$ cat config.mk
export PLATFORM = sky130hd
export DESIGN_NAME = lane_control_top
export DESIGN_NICKNAME = d
export VERILOG_FILES = /design/src/design/lane_state_pkg.sv /design/src/design/link_gen_pkg.sv /design/src/design/capability_decoder.sv /design/src/design/lane_control_top.sv /design/src/design/lane_output_encoder.sv /design/src/design/os_counter.sv /design/src/design/training_sequencer.sv
export VERILOG_INCLUDE_DIRS = /design/src /design/src/design
export SDC_FILE = /design/constraint.sdc
export NUM_CORES = 1
export LEC_CHECK = 0
export ABC_AREA = 1
export BUFFER_PORTS_ARGS = -buffer_cell sky130_fd_sc_hd__clkbuf_2
export CORE_ASPECT_RATIO = 1.75
export CORE_MARGIN = 1
export CORE_UTILIZATION = 25
export CTS_CLUSTER_DIAMETER = 150
export DETAILED_ROUTE_END_ITERATION = 10
export PLACE_DENSITY = 0.5
export RECOVER_POWER = 50
export SLEW_MARGIN = 20
export SYNTH_ARGS = -nofsm -noshare
export SYNTH_HDL_FRONTEND = slang
export SYNTH_SLANG_ARGS = --single-unit
export TNS_END_PERCENT = 10
$ cat constraint.sdc
create_clock -name fsm_clk -period 6.25 [get_ports fsm_clk]
set_clock_uncertainty 0.2 [all_clocks]
set_input_delay 0.625 -clock fsm_clk [delete_from_list [all_inputs] [get_ports fsm_clk]]
set_output_delay 0.625 -clock fsm_clk [all_outputs]
set_load 0.05 [all_outputs]
$ cat src/design/training_macros.svh
`ifndef TRAINING_MACROS_SVH
`define TRAINING_MACROS_SVH

// Ordered-set counter width covers the largest target
`define OS_CNT_W 6

// Gen4 targets for each TS state
`define OS_SENT_G4 16
`define OS_RECV_G4 1

// SLOS1 and SLOS2 for Gen3 and Gen2
`define OS_SENT_SLOS 2
`define OS_RECV_G3 2

// TS1 and TS2 sent targets at Gen3
`define OS_SENT_TS1_G3 16
`define OS_SENT_TS2_G3 8

// Gen2 sends twice as many
`define OS_SENT_TS1_G2 32
`define OS_SENT_TS2_G2 16

// Cable capability register and the identity byte in bits 7:0
`define CABLE_REG_ADDR 18
`define USB4_CABLE_ID 8'h40

// Generation support bits
`define CABLE_GEN4_BIT 21
`define CABLE_GEN3_BIT 20
`define PEER_GEN4_BIT 18
`define PEER_GEN3_BIT 13

`endif

$ cat src/design/lane_state_pkg.sv
package lane_state_pkg;

    typedef enum logic [3:0] {
        DISABLED       = 4'd0,
        CLD_CABLE      = 4'd1,
        CLD_DETECT     = 4'd2,
        CLD_EXCHANGE_1 = 4'd3,
        CLD_EXCHANGE_2 = 4'd4,
        CLD_CLOCK      = 4'd5,
        TS1_GEN4       = 4'd6,
        TS2_GEN4       = 4'd7,
        TS3_GEN4       = 4'd8,
        TS4_GEN4       = 4'd9,
        SLOS1_GEN3     = 4'd10,
        SLOS2_GEN3     = 4'd11,
        TS1_GEN3       = 4'd12,
        TS2_GEN3       = 4'd13,
        CL0            = 4'd14
    } train_state_t;

    // Lane data select whose values 0 to 7 follow the ordered-set codes
    typedef enum logic [3:0] {
        SEL_SLOS1  = 4'd0,
        SEL_SLOS2  = 4'd1,
        SEL_TS1_G3 = 4'd2,
        SEL_TS2_G3 = 4'd3,
        SEL_TS1_G4 = 4'd4,
        SEL_TS2_G4 = 4'd5,
        SEL_TS3_G4 = 4'd6,
        SEL_TS4_G4 = 4'd7,
        SEL_DATA   = 4'd8,
        SEL_ZEROS  = 4'd9
    } lane_sel_t;

    // States that exchange ordered sets on the lanes
    function automatic logic is_training_state(train_state_t s);
        return s inside {TS1_GEN4, TS2_GEN4, TS3_GEN4, TS4_GEN4,
                         SLOS1_GEN3, SLOS2_GEN3, TS1_GEN3, TS2_GEN3};
    endfunction

endpackage

$ cat src/design/link_gen_pkg.sv
package link_gen_pkg;

    // Link generation where a larger value is a slower link
    typedef enum logic [1:0] {
        GEN4 = 2'd0,
        GEN3 = 2'd1,
        GEN2 = 2'd2
    } link_gen_t;

    // Ordered-set code reported per lane by the receiver
    typedef enum logic [3:0] {
        SLOS1  = 4'd0,
        SLOS2  = 4'd1,
        TS1_G3 = 4'd2,
        TS2_G3 = 4'd3,
        TS1_G4 = 4'd4,
        TS2_G4 = 4'd5,
        TS3_G4 = 4'd6,
        TS4_G4 = 4'd7
    } os_code_t;

endpackage

$ cat src/design/capability_decoder.sv
`include "training_macros.svh"

module capability_decoder
    import link_gen_pkg::*;
    import lane_state_pkg::*;
(
    input  logic         fsm_clk,
    input  logic         reset_n,
    input  train_state_t state_i,
    input  logic [31:0]  c_data_in_i,
    input  logic [23:0]  payload_in_i,
    input  logic         t_valid_i,
    output logic         usb4_detected_o,
    output link_gen_t    gen_speed_o
);

    link_gen_t cable_gen_d;
    link_gen_t peer_gen_d;
    link_gen_t cable_gen_q;
    link_gen_t peer_gen_q;
    link_gen_t gen_speed_q;
    logic      usb4_q;

    // Highest generation advertised wins
    always_comb begin
        if (c_data_in_i[`CABLE_GEN4_BIT]) begin
            cable_gen_d = GEN4;
        end else if (c_data_in_i[`CABLE_GEN3_BIT]) begin
            cable_gen_d = GEN3;
        end else begin
            cable_gen_d = GEN2;
        end

        if (payload_in_i[`PEER_GEN4_BIT]) begin
            peer_gen_d = GEN4;
        end else if (payload_in_i[`PEER_GEN3_BIT]) begin
            peer_gen_d = GEN3;
        end else begin
            peer_gen_d = GEN2;
        end
    end

    always_ff @(posedge fsm_clk or negedge reset_n) begin
        if (!reset_n) begin
            usb4_q      <= 1'b0;
            cable_gen_q <= GEN4;
            peer_gen_q  <= GEN4;
            gen_speed_q <= GEN4;
        end else if (state_i == DISABLED) begin
            usb4_q      <= 1'b0;
            cable_gen_q <= GEN4;
            peer_gen_q  <= GEN4;
            gen_speed_q <= GEN4;
        end else begin
            // Register word is sampled every cycle of the cable read
            if (state_i == CLD_CABLE) begin
                usb4_q      <= (c_data_in_i[7:0] == `USB4_CABLE_ID);
                cable_gen_q <= cable_gen_d;
            end
            if (state_i == CLD_EXCHANGE_1 && t_valid_i) begin
                peer_gen_q <= peer_gen_d;
            end
            // Negotiated speed is the slower side
            if (cable_gen_q > peer_gen_q) begin
                gen_speed_q <= cable_gen_q;
            end else begin
                gen_speed_q <= peer_gen_q;
            end
        end
    end

    assign usb4_detected_o = usb4_q;
    assign gen_speed_o     = gen_speed_q;

endmodule

$ cat src/design/lane_control_top.sv
module lane_control_top
    import link_gen_pkg::*;
    import lane_state_pkg::*;
(
    input  logic        fsm_clk,
    input  logic        reset_n,
    input  logic [31:0] c_data_in_i,
    input  logic [23:0] payload_in_i,
    input  logic        t_valid_i,
    input  logic        lane_disable_i,
    input  logic        tdisabled_min_i,
    input  logic        disconnect_sbrx_i,
    input  logic        tgen4_ts1_timeout_i,
    input  logic        tgen4_ts2_timeout_i,
    input  logic        ttraining_error_timeout_i,
    input  logic        trans_sent_i,
    input  logic        new_sym_i,
    input  logic        os_sent_i,
    input  logic [3:0]  os_in_l0_i,
    input  logic [3:0]  os_in_l1_i,
    output lane_sel_t   d_sel_o,
    output link_gen_t   gen_speed_o,
    output logic        c_read_o,
    output logic [7:0]  c_address_o,
    output logic        fsm_disabled_o,
    output logic        fsm_training_o,
    output logic        ts1_gen4_s_o,
    output logic        ts2_gen4_s_o
);

    train_state_t state;
    train_state_t next_state;
    link_gen_t    gen_speed;
    logic         usb4_detected;
    logic         os_done;

    capability_decoder u_decoder (
        .fsm_clk         (fsm_clk),
        .reset_n         (reset_n),
        .state_i         (state),
        .c_data_in_i     (c_data_in_i),
        .payload_in_i    (payload_in_i),
        .t_valid_i       (t_valid_i),
        .usb4_detected_o (usb4_detected),
        .gen_speed_o     (gen_speed)
    );

    training_sequencer u_sequencer (
        .fsm_clk                   (fsm_clk),
        .reset_n                   (reset_n),
        .lane_disable_i            (lane_disable_i),
        .tdisabled_min_i           (tdisabled_min_i),
        .disconnect_sbrx_i         (disconnect_sbrx_i),
        .tgen4_ts1_timeout_i       (tgen4_ts1_timeout_i),
        .tgen4_ts2_timeout_i       (tgen4_ts2_timeout_i),
        .ttraining_error_timeout_i (ttraining_error_timeout_i),
        .t_valid_i                 (t_valid_i),
        .trans_sent_i              (trans_sent_i),
        .new_sym_i                 (new_sym_i),
        .usb4_detected_i           (usb4_detected),
        .gen_speed_i               (gen_speed),
        .os_done_i                 (os_done),
        .state_o                   (state),
        .next_state_o              (next_state)
    );

    os_counter u_counter (
        .fsm_clk      (fsm_clk),
        .reset_n      (reset_n),
        .state_i      (state),
        .next_state_i (next_state),
        .gen_speed_i  (gen_speed),
        .os_sent_i    (os_sent_i),
        .os_in_l0_i   (os_in_l0_i),
        .os_in_l1_i   (os_in_l1_i),
        .os_done_o    (os_done)
    );

    lane_output_encoder u_encoder (
        .fsm_clk        (fsm_clk),
        .reset_n        (reset_n),
        .next_state_i   (next_state),
        .gen_speed_i    (gen_speed),
        .d_sel_o        (d_sel_o),
        .gen_speed_o    (gen_speed_o),
        .c_read_o       (c_read_o),
        .c_address_o    (c_address_o),
        .fsm_disabled_o (fsm_disabled_o),
        .fsm_training_o (fsm_training_o),
        .ts1_gen4_s_o   (ts1_gen4_s_o),
        .ts2_gen4_s_o   (ts2_gen4_s_o)
    );

endmodule

$ cat src/design/lane_output_encoder.sv
`include "training_macros.svh"

module lane_output_encoder
    import link_gen_pkg::*;
    import lane_state_pkg::*;
(
    input  logic         fsm_clk,
    input  logic         reset_n,
    input  train_state_t next_state_i,
    input  link_gen_t    gen_speed_i,
    output lane_sel_t    d_sel_o,
    output link_gen_t    gen_speed_o,
    output logic         c_read_o,
    output logic [7:0]   c_address_o,
    output logic         fsm_disabled_o,
    output logic         fsm_training_o,
    output logic         ts1_gen4_s_o,
    output logic         ts2_gen4_s_o
);

    localparam logic [7:0] CABLE_ADDR = 8'(`CABLE_REG_ADDR);

    lane_sel_t sel_d;
    logic      in_training;
    logic      in_setup;

    // Exchange 1 drives SLOS1 on the lanes while parameters are traded
    always_comb begin
        case (next_state_i)
            CLD_EXCHANGE_1, SLOS1_GEN3: sel_d = SEL_SLOS1;
            SLOS2_GEN3: sel_d = SEL_SLOS2;
            TS1_GEN3:   sel_d = SEL_TS1_G3;
            TS2_GEN3:   sel_d = SEL_TS2_G3;
            TS1_GEN4:   sel_d = SEL_TS1_G4;
            TS2_GEN4:   sel_d = SEL_TS2_G4;
            TS3_GEN4:   sel_d = SEL_TS3_G4;
            TS4_GEN4:   sel_d = SEL_TS4_G4;
            CL0:        sel_d = SEL_DATA;
            default:    sel_d = SEL_ZEROS;
        endcase
    end

    assign in_training = is_training_state(next_state_i);
    // CL0 keeps the flags it arrived with
    assign in_setup    = !in_training && (next_state_i != CL0);

    always_ff @(posedge fsm_clk or negedge reset_n) begin
        if (!reset_n) begin
            d_sel_o        <= SEL_ZEROS;
            gen_speed_o    <= GEN4;
            c_read_o       <= 1'b0;
            c_address_o    <= '0;
            fsm_disabled_o <= 1'b1;
            fsm_training_o <= 1'b0;
            ts1_gen4_s_o   <= 1'b0;
            ts2_gen4_s_o   <= 1'b0;
        end else begin
            d_sel_o        <= sel_d;
            gen_speed_o    <= gen_speed_i;
            c_read_o       <= (next_state_i == CLD_CABLE);
            c_address_o    <= (next_state_i == CLD_CABLE) ? CABLE_ADDR : '0;
            fsm_disabled_o <= (next_state_i == DISABLED);
            if (in_training) begin
                fsm_training_o <= 1'b1;
            end else if (in_setup) begin
                fsm_training_o <= 1'b0;
            end
            if (next_state_i == TS1_GEN4) begin
                ts1_gen4_s_o <= 1'b1;
            end else if (in_setup) begin
                ts1_gen4_s_o <= 1'b0;
            end
            if (next_state_i == TS2_GEN4) begin
                ts2_gen4_s_o <= 1'b1;
            end else if (in_setup) begin
                ts2_gen4_s_o <= 1'b0;
            end
        end
    end

endmodule

$ cat src/design/os_counter.sv
`include "training_macros.svh"

module os_counter
    import link_gen_pkg::*;
    import lane_state_pkg::*;
(
    input  logic         fsm_clk,
    input  logic         reset_n,
    input  train_state_t state_i,
    input  train_state_t next_state_i,
    input  link_gen_t    gen_speed_i,
    input  logic         os_sent_i,
    input  logic [3:0]   os_in_l0_i,
    input  logic [3:0]   os_in_l1_i,
    output logic         os_done_o
);

    typedef logic [`OS_CNT_W-1:0] cnt_t;

    os_code_t        exp_code;
    cnt_t            sent_tgt;
    cnt_t            recv_tgt;
    cnt_t            sent_cnt;
    cnt_t [1:0]      recv_cnt;
    logic [1:0][3:0] lane_code;
    logic            counting;

    assign lane_code = {os_in_l1_i, os_in_l0_i};
    assign counting  = (next_state_i == state_i) && is_training_state(state_i);

    always_comb begin
        case (state_i)
            SLOS2_GEN3: exp_code = SLOS2;
            TS1_GEN3:   exp_code = TS1_G3;
            TS2_GEN3:   exp_code = TS2_G3;
            TS1_GEN4:   exp_code = TS1_G4;
            TS2_GEN4:   exp_code = TS2_G4;
            TS3_GEN4:   exp_code = TS3_G4;
            TS4_GEN4:   exp_code = TS4_G4;
            default:    exp_code = SLOS1;
        endcase
    end

    // Gen3 TS states double their sent target at Gen2
    always_comb begin
        recv_tgt = cnt_t'(`OS_RECV_G3);
        case (state_i)
            TS1_GEN4, TS2_GEN4, TS3_GEN4, TS4_GEN4: begin
                sent_tgt = cnt_t'(`OS_SENT_G4);
                recv_tgt = cnt_t'(`OS_RECV_G4);
            end
            SLOS1_GEN3, SLOS2_GEN3: sent_tgt = cnt_t'(`OS_SENT_SLOS);
            TS1_GEN3: begin
                sent_tgt = (gen_speed_i == GEN2) ? cnt_t'(`OS_SENT_TS1_G2)
                                                 : cnt_t'(`OS_SENT_TS1_G3);
            end
            TS2_GEN3: begin
                sent_tgt = (gen_speed_i == GEN2) ? cnt_t'(`OS_SENT_TS2_G2)
                                                 : cnt_t'(`OS_SENT_TS2_G3);
            end
            default: sent_tgt = '0;
        endcase
    end

    always_ff @(posedge fsm_clk or negedge reset_n) begin
        if (!reset_n) begin
            sent_cnt <= '0;
            recv_cnt <= '0;
        end else if (!counting) begin
            // Fresh count for every state
            sent_cnt <= '0;
            recv_cnt <= '0;
        end else begin
            if (os_sent_i && sent_cnt < sent_tgt) begin
                sent_cnt <= sent_cnt + 1'b1;
            end
            for (int lane = 0; lane < 2; lane++) begin
                // Saturate so surplus sets cannot stall the step
                if (lane_code[lane] == exp_code && recv_cnt[lane] < recv_tgt) begin
                    recv_cnt[lane] <= recv_cnt[lane] + 1'b1;
                end
            end
        end
    end

    assign os_done_o = is_training_state(state_i) && (sent_cnt == sent_tgt)
                       && (recv_cnt[0] == recv_tgt) && (recv_cnt[1] == recv_tgt);

endmodule

$ cat src/design/training_sequencer.sv
module training_sequencer
    import link_gen_pkg::*;
    import lane_state_pkg::*;
(
    input  logic         fsm_clk,
    input  logic         reset_n,
    input  logic         lane_disable_i,
    input  logic         tdisabled_min_i,
    input  logic         disconnect_sbrx_i,
    input  logic         tgen4_ts1_timeout_i,
    input  logic         tgen4_ts2_timeout_i,
    input  logic         ttraining_error_timeout_i,
    input  logic         t_valid_i,
    input  logic         trans_sent_i,
    input  logic         new_sym_i,
    input  logic         usb4_detected_i,
    input  link_gen_t    gen_speed_i,
    input  logic         os_done_i,
    output train_state_t state_o,
    output train_state_t next_state_o
);

    train_state_t state_q;
    train_state_t step_state;
    train_state_t next_state;
    logic         linked;
    logic         timeout;

    always_ff @(posedge fsm_clk or negedge reset_n) begin
        if (!reset_n) begin
            state_q <= DISABLED;
        end else begin
            state_q <= next_state;
        end
    end

    // Sideband is up once detect has passed
    assign linked = !(state_q inside {DISABLED, CLD_CABLE, CLD_DETECT});

    always_comb begin
        timeout = ttraining_error_timeout_i && is_training_state(state_q);
        // Gen4 TS1 and TS2 have their own timers as well
        if (state_q == TS1_GEN4) begin
            timeout = timeout || tgen4_ts1_timeout_i;
        end
        if (state_q == TS2_GEN4) begin
            timeout = timeout || tgen4_ts2_timeout_i;
        end
    end

    // Forward progress of each state, before any return path
    always_comb begin
        step_state = state_q;
        case (state_q)
            DISABLED: begin
                if (tdisabled_min_i) begin
                    step_state = CLD_CABLE;
                end
            end
            CLD_CABLE: begin
                if (usb4_detected_i) begin
                    step_state = CLD_DETECT;
                end
            end
            CLD_DETECT: begin
                if (!disconnect_sbrx_i) begin
                    step_state = CLD_EXCHANGE_1;
                end
            end
            CLD_EXCHANGE_1: begin
                if (t_valid_i) begin
                    step_state = CLD_EXCHANGE_2;
                end
            end
            CLD_EXCHANGE_2: begin
                if (trans_sent_i) begin
                    step_state = CLD_CLOCK;
                end
            end
            CLD_CLOCK: begin
                // Gen3 and Gen2 share the SLOS path
                if (new_sym_i) begin
                    step_state = (gen_speed_i == GEN4) ? TS1_GEN4 : SLOS1_GEN3;
                end
            end
            TS1_GEN4: begin
                if (os_done_i) begin
                    step_state = TS2_GEN4;
                end
            end
            TS2_GEN4: begin
                if (os_done_i) begin
                    step_state = TS3_GEN4;
                end
            end
            TS3_GEN4: begin
                if (os_done_i) begin
                    step_state = TS4_GEN4;
                end
            end
            SLOS1_GEN3: begin
                if (os_done_i) begin
                    step_state = SLOS2_GEN3;
                end
            end
            SLOS2_GEN3: begin
                if (os_done_i) begin
                    step_state = TS1_GEN3;
                end
            end
            TS1_GEN3: begin
                if (os_done_i) begin
                    step_state = TS2_GEN3;
                end
            end
            // Last step lands on a symbol boundary
            TS4_GEN4, TS2_GEN3: begin
                if (os_done_i && new_sym_i) begin
                    step_state = CL0;
                end
            end
            CL0: step_state = CL0;
            default: step_state = DISABLED;
        endcase
    end

    // Disable beats disconnect, disconnect beats timeout
    always_comb begin
        if (lane_disable_i) begin
            next_state = DISABLED;
        end else if (disconnect_sbrx_i && linked) begin
            next_state = CLD_DETECT;
        end else if (timeout) begin
            next_state = CLD_EXCHANGE_1;
        end else begin
            next_state = step_state;
        end
    end

    assign state_o      = state_q;
    assign next_state_o = next_state;

endmodule

==> tab_implementation.tex, run 1 <==
\begin{tabular}{lr}
\hline
Metric & Value \\
\hline
\multicolumn{2}{l}{\textbf{Outcome}} \\
\quad Outcome & finished with violations \\
\quad Failing checks & max-capacitance violations, max-slew violations \\
\multicolumn{2}{l}{\textbf{Route}} \\
\quad Drt total wl & 6.16 mm \\
\quad Total via count in the routed design & 2264 \\
\quad Violation count after the first detailed-route iteration & 55 \\
\quad Detailed-route DRC error count & 0 \\
\quad Initial DRT Pass Iterations & 4 \\
\quad Average detailed-routed wire length per instance & about 12 microns \\
\quad Number of nets with antenna violations after routing & 0 \\
\quad Mean number of vias per cell & 4.41 \\
\multicolumn{2}{l}{\textbf{Finish}} \\
\quad Share of cells above drive strength 1 & approximately a quarter \\
\quad Area growth syn-to-layout & 18.6\% \\
\quad Fin area & 0.00308 sq mm \\
\quad Count of inserted antenna diode cells & 0 \\
\quad Final nets & 477 \\
\quad Final cell count without fillers & 513 \\
\multicolumn{2}{l}{\textbf{Logic synthesis}} \\
\quad Total standard cell area after synthesis & 0.00260 sq mm \\
\quad Proportion of synthesized chip area in sequential cells & 38.7\% \\
\quad Number of enable-type register cells in the synthesized netlist & 0 \\
\quad Netlist cell types & 34 \\
\quad Number of instances in the synthesized netlist & 341 \\
\quad Share of flip-flops with an asynchronous set or reset after synthesis & 100\% \\
\quad Average footprint of a synthesized cell & between 7 and 8 sq um \\
\quad Main synth FF type & sky130\_fd\_sc\_hd\_\_dfrtp\_1 \\
\quad Yosys warnings & 0 \\
\quad Number of synthesized register bits & 40 \\
\multicolumn{2}{l}{\textbf{Clock network}} \\
\quad H-Tree Depth & 2 \\
\quad Clk buf depth & 2 \\
\quad Clock sink count & 40 \\
\quad CTS Buf Count & 5 \\
\quad Count of hold buffers inserted by post-cts repair & 0 \\
\quad Post-CTS Repair Setup Buffers & 0 \\
\quad Worst-path clk slew & $\sim$0.060 ns \\
\quad Skew-Pair Late Insertion Delay & 0.29 ns \\
\quad Root buffer cell & sky130\_fd\_sc\_hd\_\_clkbuf\_16 \\
\quad Number of resized instances in the post-cts repair step & 0 \\
\quad TritonCTS clock tree & built \\
\multicolumn{2}{l}{\textbf{Global route}} \\
\quad Vias in the first global route & 2240 \\
\quad Total overflow reported by the global router & 0 \\
\quad Overall fraction of global-route tracks in use & about an eighth \\
\quad Number of antenna violations at the first check in global routing & 0 \\
\quad Wire length of the first global-routing pass & 10.2 mm \\
\quad Pin count of the biggest net entering global routing & 41 \\
\multicolumn{2}{l}{\textbf{Pwr}} \\
\quad IR Drop Worst-Case VDD & 0.135 mV \\
\quad Leakage power & 1.53 nW \\
\quad Power share of the sequential group & 41.7\% \\
\quad Psw & about 0.00017 W \\
\quad Switching power share of the total & 26.5\% \\
\quad P per Cell Area & 210 mW/mm\^{}2 \\
\quad Internal Pwr Total & roughly 0.00048 W \\
\quad Combinational share of power & 13.2\% \\
\quad Clock share of power & 45.1\% \\
\multicolumn{2}{l}{\textbf{Die}} \\
\quad Die outline height & 137 microns \\
\quad Site Rows & 48 \\
\quad Standard cell core area & 0.00997 sq mm \\
\quad Die outline area & 0.0108 sq mm \\
\quad Initial Utilization & 26.1\% \\
\quad I/O Pins & 95 \\
\quad Die Wd & 79.1 microns \\
\multicolumn{2}{l}{\textbf{Worst setup path}} \\
\quad Biggest fanout along the worst timing path & 18 \\
\quad Start-to-end type of the worst setup path & reg2reg \\
\quad Crit path launch type & flip-flop \\
\quad Critical path arrival & roughly 3.6 ns \\
\quad Type of destination of the critical path & flip-flop \\
\quad Crit path required time & about 6.3 ns \\
\multicolumn{2}{l}{\textbf{Place}} \\
\quad Detail Placement HPWL & 4.97 mm \\
\quad Placed standard-cell area & 0.00292 sq mm \\
\quad RePlAce Congestion & 0.862 \\
\quad Quantity of I/O buffers inserted on ports & 44 \\
\quad \# placed instances & 505 \\
\multicolumn{2}{l}{\textbf{STA}} \\
\quad Slew margin rel. & -47.2\% \\
\quad Hold Worst Slack & roughly 0.22 ns \\
\quad Min Clock Period, post-route & around 3.6 ns \\
\quad RSZ-0062 raised after global routing & no \\
\quad Final hold violations & 0 \\
\quad Peak clock frequency supported by timing & 276 MHz \\
\quad Slew at the pin closest to its max-slew limit & 2.21 ns \\
\quad Setup violation total in the final timing report & 0 \\
\quad Summed negative setup slack over all endpoints & 0 ns \\
\quad Post-route clock period utilization & 58.0\% \\
\quad Number of max-slew violations in the final report & 41 \\
\multicolumn{2}{l}{\textbf{Job}} \\
\quad Count of maximum capacitance violations & 1 \\
\multicolumn{2}{l}{\textbf{Min path}} \\
\quad Worst hold path class & reg2reg \\
\hline
\end{tabular}
power groups by stage:
stage | Clock (W) | Sequential, W | Combinational [W]
floorplan | 0 | 0.000283 | 0.0000528
global placement | 0 | 0.000275 | 0.0000866
detailed placement | 0 | 0.000274 | 0.0000871
CTS | 0.000302 | 0.000270 | 0.0000873
global route | 0.000310 | 0.000270 | 0.0000949
finish | 0.000291 | 0.000270 | 0.0000857
cell usage after synthesis, types with 2 or more instances:
| library cell | n | area [sq um] |
|---|---|---|
| sky130_fd_sc_hd__o21ai_1 | 3 | 15.0 |
| sky130_fd_sc_hd__nand2_2 | 8 | 50.1 |
| sky130_fd_sc_hd__or2_2 | 2 | 12.5 |
| sky130_fd_sc_hd__nand3b_1 | 3 | 22.5 |
| sky130_fd_sc_hd__nor2_2 | 16 | 100 |
| sky130_fd_sc_hd__o21ai_0 | 14 | 70.1 |
| sky130_fd_sc_hd__inv_1 | 45 | 169 |
| sky130_fd_sc_hd__nor4_1 | 3 | 18.8 |
| sky130_fd_sc_hd__nand2_1 | 62 | 233 |
| sky130_fd_sc_hd__a21oi_1 | 8 | 40.0 |
| sky130_fd_sc_hd__xor2_1 | 8 | 70.1 |
| sky130_fd_sc_hd__a31o_2 | 2 | 17.5 |
| sky130_fd_sc_hd__dfrtp_1 | 37 | 926 |
| sky130_fd_sc_hd__inv_2 | 7 | 26.3 |
| sky130_fd_sc_hd__o32ai_1 | 2 | 17.5 |
| sky130_fd_sc_hd__dfstp_2 | 3 | 78.8 |
| sky130_fd_sc_hd__a211oi_1 | 2 | 15.0 |
| sky130_fd_sc_hd__buf_4 | 9 | 67.6 |
| sky130_fd_sc_hd__ha_1 | 14 | 175 |
| sky130_fd_sc_hd__nand3_1 | 19 | 95.1 |
| sky130_fd_sc_hd__nand4_1 | 9 | 56.3 |
| sky130_fd_sc_hd__nor2_1 | 42 | 158 |
| sky130_fd_sc_hd__nor3_1 | 9 | 45.0 |
| sky130_fd_sc_hd__xnor2_1 | 4 | 35.0 |
worst max-delay path, cell delays in order, from the launching register on:
cell	delay [ns]
sky130_fd_sc_hd__dfrtp_1	0.43
sky130_fd_sc_hd__inv_2	0.17
sky130_fd_sc_hd__nand2_1	0.14
sky130_fd_sc_hd__o21ai_1	0.59
sky130_fd_sc_hd__a211oi_1	0.12
sky130_fd_sc_hd__ha_1	0.33
sky130_fd_sc_hd__nand4_1	0.15
sky130_fd_sc_hd__nor2_1	0.24
sky130_fd_sc_hd__nand2_1	0.09
sky130_fd_sc_hd__nor2_2	0.12
sky130_fd_sc_hd__nor2_1	0.06
sky130_fd_sc_hd__nor2_2	0.11
sky130_fd_sc_hd__nand2_2	0.10
sky130_fd_sc_hd__nand3_1	0.08
sky130_fd_sc_hd__nand2_1	0.06
sky130_fd_sc_hd__nor2_2	0.12
sky130_fd_sc_hd__nand3_4	0.25
sky130_fd_sc_hd__nor2_1	0.16
worst paths after layout:
| path | start | endpoint | slack (ns) | cells past startpoint |
|---|---|---|---|---|
| setup / recovery | u_sequencer.state_o[2] | u_counter.recv_cnt[11] | 2.62 | 17 |
| hold / removal | u_decoder.gen_speed_o[1] | u_encoder.gen_speed_o[1] | 0.22 | 0 |
| setup reg to reg | u_sequencer.state_o[2] | u_counter.recv_cnt[11] | 2.62 | 17 |
| hold reg to reg | u_decoder.gen_speed_o[1] | u_encoder.gen_speed_o[1] | 0.22 | 0 |
| max in group asynchronous | reset_n | u_counter.recv_cnt[7] | 3.80 | 1 |
| min in group asynchronous | reset_n | u_decoder.peer_gen_q[1] | 0.78 | 1 |
placed cells by master (no fill, tap or decap), drive strengths merged, types with 2 or more instances in the layout:
cell type	count
ha	14
nor3	9
a31o	2
nand4	9
xnor2	4
xor2	8
clkinv	2
or2	2
a21oi	8
nand3	21
conb	6
dfstp	3
nor4	3
nand2	70
o21ai	17
clkbuf	49
nor2	59
nand3b	3
a211oi	2
inv	52
dfrtp	37
o32ai	2
per-layer routing:
metal | part of all wire (%) | GRT usage, % | vias to the layer above
met5 | 0 | 0 | -
li1 | - | - | 1170
met4 | 1.9 | 5.86 | 0
met1 | 38 | 12.2 | 1037
met3 | 2.8 | 1.60 | 9
met2 | 58 | 24.6 | 48
metrics by stage:
stage                     worst slack (ns)  total power [W]  util, %
after floorplan                       3.27         0.000336        -
after global placement                2.59         0.000361     29.2
after detailed placement              2.59         0.000362     29.2
after CTS                             2.57         0.000659     30.9
after global routing                  2.11         0.000675     30.9
final                                 2.62         0.000647     30.9
sequential cells by signal, indices dropped and copies added, names as in the netlist, 2 cells and up:
name / cells
u_sequencer.state_o: 4
u_counter.sent_cnt: 6
u_decoder.gen_speed_o: 2
u_counter.recv_cnt: 12
u_decoder.peer_gen_q: 2
u_encoder.gen_speed_o: 2
u_encoder.d_sel_o: 4
u_decoder.cable_gen_q: 2
cells by family (layout without fill, tap and decap cells):
| kind of cell | after synthesis | after routing | share of synthesized area (%) |
|---|---|---|---|
| adder cells (fa/ha/maj) | 14 | 14 | 6.74 |
| AO/OA/AOI/OAI | 34 | 34 | 7.56 |
| AND/OR/NAND/NOR | 177 | 177 | 32.2 |
| XOR/XNOR | 12 | 12 | 4.04 |
| flip-flops | 40 | 40 | 38.7 |
| buffers and inverters | 63 | 105 | 10.7 |
| other | 1 | 6 | 0.144 |
area by class of cell:
class	count	area, sq um
Clock buffer	5	125
Clock inverter	3	42.5
Fill cell	1128	6890
Inverter	53	199
Multi-Input combinational cell	243	1340
Sequential cell	40	1000
Tap cell	125	156
Timing Repair Buffer	44	219
(Power assumes the default switching activity.)
==> run 2: changes to the inputs <==
- PLACE_DENSITY: 0.5 -> 0.52
- clock period: 6.25 -> 3 ns (I/O delays scaled with it)
==> tab_implementation.tex, run 2 (same netlist as run 1, synthesis figures left out) <==
\begin{tabular}{lr}
\hline
Metric & Value \\
\hline
\multicolumn{2}{l}{\textbf{Outcome}} \\
\quad Outcome & finished with violations \\
\quad Failing checks & max-capacitance violations, max-slew violations \\
\multicolumn{2}{l}{\textbf{Finish}} \\
\quad Area growth syn-to-layout & 38.2\% \\
\quad Leading registers by flop count & u\_counter.recv\_cnt: 12 flops, u\_counter.sent\_cnt: 6 flops \\
\quad Share of cells above drive strength 1 & 39.4\% \\
\quad Most frequent cells in the layout & sky130\_fd\_sc\_hd\_\_nand2\_1 (56), sky130\_fd\_sc\_hd\_\_inv\_1 (44), sky130\_fd\_sc\_hd\_\_clkbuf\_2 (43) \\
\quad Fraction of the core area covered by cells at the end of the flow & 36.0\% \\
\quad Max reg flops & 12 \\
\quad Layout fillers & roughly 1100 \\
\quad Fin area & between 0.003 and 0.004 sq mm \\
\quad Largest register by flop count & u\_counter.recv\_cnt \\
\quad Count of inserted antenna diode cells & 0 \\
\quad Final nets & 521 \\
\quad Most common library cell in the layout ignoring fill and taps & sky130\_fd\_sc\_hd\_\_nand2\_1 \\
\multicolumn{2}{l}{\textbf{Clock network}} \\
\quad Skew-Pair Late Insertion Delay & 0.29 ns \\
\quad Clk buf depth & 2 \\
\quad H-Tree Depth & 2 \\
\quad Worst-path clk slew & 0.06 ns \\
\quad TritonCTS clock tree & built \\
\quad Root buffer cell & sky130\_fd\_sc\_hd\_\_clkbuf\_16 \\
\quad Clock sink count & 40 \\
\quad CTS Buf Count & 5 \\
\multicolumn{2}{l}{\textbf{Die}} \\
\quad Die outline area & 0.0108 sq mm \\
\quad Die Wd & 79.1 microns \\
\quad Site Rows & 48 \\
\quad Initial Utilization & 26.1\% \\
\quad Die outline height & 137 microns \\
\quad Standard cell core area & 0.00997 sq mm \\
\quad I/O Pins & 95 \\
\multicolumn{2}{l}{\textbf{Route}} \\
\quad Average detailed-routed wire length per instance & 12.2 microns \\
\quad Number of nets with antenna violations after routing & 0 \\
\quad Detailed-route DRC error count & 0 \\
\quad Drt total wl & 6.81 mm \\
\quad Mean number of vias per cell & around 4.5 \\
\quad Violation count after the first detailed-route iteration & 66 \\
\quad Initial DRT Pass Iterations & 4 \\
\quad Total via count in the routed design & roughly 2500 \\
\multicolumn{2}{l}{\textbf{STA}} \\
\quad Hold Worst Slack & 0.0189 ns \\
\quad Setup violation total in the final timing report & 0 \\
\quad Slew at the pin closest to its max-slew limit & 2.22 ns \\
\quad Slew margin rel. & -48.0\% \\
\quad Peak clock frequency supported by timing & approximately 340 MHz \\
\quad RSZ-0062 raised after global routing & yes \\
\quad Number of max-slew violations in the final report & 41 \\
\quad Final hold violations & 0 \\
\quad Min Clock Period, post-route & 2.92 ns \\
\quad Post-route clock period utilization & 97.4\% \\
\quad Post-route worst setup slack & 0.0793 ns \\
\multicolumn{2}{l}{\textbf{Global route}} \\
\quad Wire length of the first global-routing pass & around 11 mm \\
\quad Pin count of the biggest net entering global routing & 41 \\
\quad Number of antenna violations at the first check in global routing & 0 \\
\quad Overall fraction of global-route tracks in use & between 10\% and 20\% \\
\quad Vias in the first global route & between 2000 and 2500 \\
\quad Total overflow reported by the global router & 0 \\
\multicolumn{2}{l}{\textbf{Place}} \\
\quad RePlAce Congestion & 0.863 \\
\quad Quantity of I/O buffers inserted on ports & 44 \\
\quad Detail Placement HPWL & 5.30 mm \\
\quad Placed standard-cell area & 0.00320 sq mm \\
\quad Setup Slack @ Placement & -0.0533 ns \\
\multicolumn{2}{l}{\textbf{Pwr}} \\
\quad Total design power & 0.00139 W \\
\quad IR Drop Worst-Case VDD & approximately 0.19 mV \\
\quad P per Cell Area & 387 mW/mm\^{}2 \\
\quad Leakage power & 1.78 nW \\
\multicolumn{2}{l}{\textbf{Job}} \\
\quad Count of maximum capacitance violations & 1 \\
\multicolumn{2}{l}{\textbf{Worst setup path}} \\
\quad Start-to-end type of the worst setup path & reg2reg \\
\quad Biggest fanout along the worst timing path & 7 \\
\quad Critical path buffers and inverters & 1 \\
\quad Max incr delay on CP & 0.48 ns \\
\quad Crit path top cell by count & sky130\_fd\_sc\_hd\_\_nor2\_2 \\
\quad Crit path launch type & flip-flop \\
\quad Critical Path Slowest Stage Cell & sky130\_fd\_sc\_hd\_\_dfrtp\_2 \\
\quad Crit path required time & 3.03 ns \\
\quad Critical path arrival & 2.95 ns \\
\quad Type of destination of the critical path & flip-flop \\
\quad CP Cell Sequence & nor4\_4 > a211oi\_2 > ha\_1 > nand4\_1 > nor2\_2 > nand2\_1 > nor2\_2 > nor2\_1 > nor2\_2 > nand2\_2 > nand3\_1 > nand2\_1 > nor2\_2 > nand3\_4 > clkbuf\_16 > nor2\_2 \\
\quad Largest delay contributor family on the critical path & simple AND/OR/NAND/NOR gates \\
\multicolumn{2}{l}{\textbf{Min path}} \\
\quad Worst hold path class & in2reg \\
\hline
\end{tabular}
[run 2: cell count changes in the layout (fill, tap and decap cells not counted), moves of 3 or more]
cell,delta
sky130_fd_sc_hd__buf_4,+40
sky130_fd_sc_hd__dfrtp_1,-3
sky130_fd_sc_hd__dfrtp_2,+3
sky130_fd_sc_hd__nand2_1,-6
sky130_fd_sc_hd__nand2_2,+5
sky130_fd_sc_hd__nor2_1,-15
sky130_fd_sc_hd__nor2_2,+9
sky130_fd_sc_hd__nor2_4,+6
sky130_fd_sc_hd__o21ai_0,-3
[run 2: worst paths after layout]
path                                   startpoint                 endpoint  slack, ns  cells past startpoint
max                        u_sequencer.state_o[0]    u_counter.sent_cnt[5]       0.08                     16
max reg2reg                u_sequencer.state_o[0]    u_counter.sent_cnt[5]       0.08                     16
min in group asynchronous                 reset_n  u_decoder.peer_gen_q[1]       0.46                      1
min reg2reg                 u_counter.recv_cnt[5]    u_counter.recv_cnt[5]       0.30                      2
max in group asynchronous                 reset_n   u_sequencer.state_o[0]       0.70                      1
min                              payload_in_i[18]  u_decoder.peer_gen_q[1]       0.02                      2
[run 2: per-layer routing]
layer,track usage [%],wire [microns],up-vias
met3,1.80,140,9
met4,7.17,174,0
met1,12.6,2490,1172
met2,26.1,4010,43
li1,-,-,1264
met5,0,0,-
[run 2: power breakdown]
group          internal [W]  switching (W)  total [W]  leakage [nW]
clock network      0.000391       0.000224   0.000615        0.0798
logic             0.0000708       0.000143   0.000214          1.16
registers          0.000552      0.0000103   0.000563         0.541
total               0.00101       0.000377    0.00139          1.78
[run 2: area by class of cell]
class                   instances  area, sq um  share of cell area [%]
well taps                     125          156                    4.36
clock inverters                 3         42.5                    1.18
clock buffers                   5          125                    3.48
repair buffers                 88          576                    16.0
flip-flops and latches         40         1010                    28.1
inverters                      53          201                    5.61
multi-input cells             243         1480                    41.3
[run 2: through the flow]
stage / setup TNS [ns] / cells
5_1_grt: -2.99 / 557
4_1_cts: 0 / 549
2_1_floorplan: 0 / 346
6_report: 0 / 557
3_5_place_dp: -0.144 / 541
3_3_place_gp: -0.0660 / 541
[run 2: what timing repair did]
action                                  in CTS  in global routing
endpoints found under the hold margin        0                  0
pin swaps                                    0                 17
cloned                                       0                  1
resized for setup                            3                 45
endpoints found under the setup margin      11                 27
buffers inserted                             0                  7
hold buffers                                 0                  0
==> run 3: changes to the inputs <==
- CTS_BUF_LIST: default -> sky130_fd_sc_hd__clkbuf_2 sky130_fd_sc_hd__clkbuf_4 sky130_fd_sc_hd__clkbuf_8
- TNS_END_PERCENT: 10 -> 5
==> tab_implementation.tex, run 3 (same netlist as run 1, synthesis figures left out) <==
\begin{tabular}{lr}
\hline
Metric & Value \\
\hline
\multicolumn{2}{l}{\textbf{Outcome}} \\
\quad Outcome & finished clean \\
\multicolumn{2}{l}{\textbf{Finish}} \\
\quad Most frequent cells in the layout & sky130\_fd\_sc\_hd\_\_nand2\_1 (57), sky130\_fd\_sc\_hd\_\_inv\_1 (45), sky130\_fd\_sc\_hd\_\_buf\_4 (38) \\
\quad Largest register by flop count & u\_counter.recv\_cnt \\
\quad Most common library cell in the layout ignoring fill and taps & sky130\_fd\_sc\_hd\_\_nand2\_1 \\
\quad Final cell count without fillers & 559 \\
\quad Max reg flops & 12 \\
\quad Count of inserted antenna diode cells & 0 \\
\quad Layout fillers & 1110 \\
\quad Leading registers by flop count & u\_counter.recv\_cnt: 12 flops, u\_counter.sent\_cnt: 6 flops \\
\quad Fraction of the core area covered by cells at the end of the flow & 35.5\% \\
\quad Final nets & 523 \\
\quad Share of cells above drive strength 1 & 35.9\% \\
\quad Area growth syn-to-layout & 36.3\% \\
\multicolumn{2}{l}{\textbf{Route}} \\
\quad Drt total wl & 6.75 mm \\
\quad Detailed-route DRC error count & 0 \\
\quad Total via count in the routed design & 2505 \\
\quad Initial DRT Pass Iterations & 4 \\
\quad Average detailed-routed wire length per instance & 12.1 microns \\
\quad Mean number of vias per cell & between 4 and 5 \\
\quad Violation count after the first detailed-route iteration & 45 \\
\quad Number of nets with antenna violations after routing & 0 \\
\multicolumn{2}{l}{\textbf{STA}} \\
\quad Final hold violations & 0 \\
\quad Min Clock Period, post-route & 2.91 ns \\
\quad Post-route clock period utilization & 97.1\% \\
\quad Setup violation total in the final timing report & 0 \\
\quad Slew at the pin closest to its max-slew limit & around 1.0 ns \\
\quad Slew margin rel. & 32.8\% \\
\quad Peak clock frequency supported by timing & roughly 340 MHz \\
\quad Number of max-slew violations in the final report & 0 \\
\quad RSZ-0062 raised after global routing & yes \\
\multicolumn{2}{l}{\textbf{Place}} \\
\quad \# placed instances & 541 \\
\quad Quantity of I/O buffers inserted on ports & 44 \\
\quad RePlAce Congestion & 0.863 \\
\quad Detail Placement HPWL & around 5.3 mm \\
\multicolumn{2}{l}{\textbf{Die}} \\
\quad Standard cell core area & around 0.01 sq mm \\
\quad Die outline height & 137 microns \\
\quad Die outline area & 0.0108 sq mm \\
\quad Site Rows & 48 \\
\quad Initial Utilization & 26.1\% \\
\quad I/O Pins & 95 \\
\quad Die Wd & 79.1 microns \\
\multicolumn{2}{l}{\textbf{Pwr}} \\
\quad Total design power & 0.00123 W \\
\quad P per Cell Area & around 350 mW/mm\^{}2 \\
\quad Leakage power & 1.73 nW \\
\quad IR Drop Worst-Case VDD & 0.188 mV \\
\multicolumn{2}{l}{\textbf{Worst setup path}} \\
\quad Biggest fanout along the worst timing path & 7 \\
\quad Type of destination of the critical path & flip-flop \\
\quad Crit path required time & about 3.0 ns \\
\quad Crit path launch type & flip-flop \\
\quad Critical path arrival & slightly below 3 ns \\
\quad Start-to-end type of the worst setup path & reg2reg \\
\multicolumn{2}{l}{\textbf{Global route}} \\
\quad Number of antenna violations at the first check in global routing & 0 \\
\quad Pin count of the biggest net entering global routing & about 40 \\
\quad Wire length of the first global-routing pass & 10.9 mm \\
\quad Vias in the first global route & 2510 \\
\quad Total overflow reported by the global router & 0 \\
\quad Overall fraction of global-route tracks in use & 13.1\% \\
\multicolumn{2}{l}{\textbf{Min path}} \\
\quad Worst hold path class & in2reg \\
\multicolumn{2}{l}{\textbf{Clock network}} \\
\quad H-Tree Depth & 2 \\
\quad Skew-Pair Late Insertion Delay & 0.31 ns \\
\quad Root buffer cell & sky130\_fd\_sc\_hd\_\_clkbuf\_8 \\
\quad Clk buf depth & 2 \\
\quad TritonCTS clock tree & built \\
\quad CTS Buf Count & 5 \\
\quad Worst-path clk slew & 0.09 ns \\
\quad Clock sink count & 40 \\
\multicolumn{2}{l}{\textbf{Job}} \\
\quad Count of maximum capacitance violations & 0 \\
\hline
\end{tabular}
## run 3: changes by cell type in the layout (fill, tap and decap cells not counted), moves of 2 or more
| cell | before | now |
|---|---|---|
| sky130_fd_sc_hd__clkbuf_16 | 6 | 1 |
| sky130_fd_sc_hd__clkbuf_2 | 43 | 31 |
| sky130_fd_sc_hd__clkbuf_8 | 0 | 5 |
| sky130_fd_sc_hd__dlygate4sd3_1 | 0 | 3 |
| sky130_fd_sc_hd__clkbuf_1 | 2 | 14 |
| sky130_fd_sc_hd__buf_4 | 40 | 38 |
## run 3: report_power, final
group	internal (W)	switching [W]
Clock	0.000246	0.000205
Sequential	0.000551	0.0000103
Combinational	0.0000708	0.000143
Total	0.000868	0.000359
## run 3: timing repair
action / in CTS / in global routing
endpoints found under the setup margin: 19 / 27
hold endpoints to repair: 27 / 0
pin swaps: 0 / 17
hold buffers: 3 / 0
gates resized for setup: 3 / 46
setup buffers: 0 / 6
cloned: 0 / 1
## run 3: area by class of cell
type	count	area [sq um]	area share [%]
clock buffers	5	68.8	1.94
clock inverters	3	42.5	1.20
inverters	53	201	5.69
multi-input cells	243	1480	41.7
flip-flops and latches	40	1010	28.5
well taps	125	156	4.42
repair buffers	90	587	16.6
## run 3: final timing paths
check / from / endpoint / slack [ns] / cells after the start
setup / recovery: u_sequencer.state_o[0] / u_counter.recv_cnt[6] / 0.09 / 16
hold / removal: c_data_in_i[3] / u_decoder.usb4_detected_o / 0.04 / 4
setup reg to reg: u_sequencer.state_o[0] / u_counter.recv_cnt[6] / 0.09 / 16
hold reg to reg: u_counter.recv_cnt[5] / u_counter.recv_cnt[5] / 0.31 / 2
max in group asynchronous: reset_n / u_sequencer.state_o[3] / 1.42 / 2
min in group asynchronous: reset_n / u_decoder.gen_speed_o[1] / 0.50 / 2
## run 3: through the flow
step           setup slack [ns]  hold slack [ns]  area (sq um)  setup TNS, ns
3_5_place_dp            -0.0533            0.279          3200         -0.144
4_1_cts                 0.00513           0.0310          3340              0
5_1_grt                  -0.141           0.0408          3540          -2.72
2_1_floorplan            0.0188           -0.196          2620              0
6_report                 0.0856           0.0435          3540              0
3_3_place_gp            -0.0358            0.269          3200        -0.0660
## run 3: worst max-delay path, cell delays in order, from the launching register on
cell and delay (ns):
sky130_fd_sc_hd__dfrtp_2 0.49, sky130_fd_sc_hd__nor4_4 0.30, sky130_fd_sc_hd__a211oi_2 0.07, sky130_fd_sc_hd__ha_1 0.32, sky130_fd_sc_hd__nand4_1 0.13, sky130_fd_sc_hd__nor2_2 0.19
sky130_fd_sc_hd__nand2_1 0.08, sky130_fd_sc_hd__nor2_2 0.11, sky130_fd_sc_hd__nor2_1 0.06, sky130_fd_sc_hd__nor2_2 0.12, sky130_fd_sc_hd__nand2_2 0.08, sky130_fd_sc_hd__nand3_1 0.07
sky130_fd_sc_hd__nand2_1 0.06, sky130_fd_sc_hd__nor2_2 0.15, sky130_fd_sc_hd__nand3_4 0.13, sky130_fd_sc_hd__clkbuf_16 0.19, sky130_fd_sc_hd__nor2_2 0.07
## run 3: routing by layer
layer,GRT usage (%),share of wire [%],up-vias
met4,7.47,3.1,0
li1,-,-,1268
met1,12.6,37,1179
met5,0,0,-
met2,26.2,58,46
met3,1.00,1.9,12
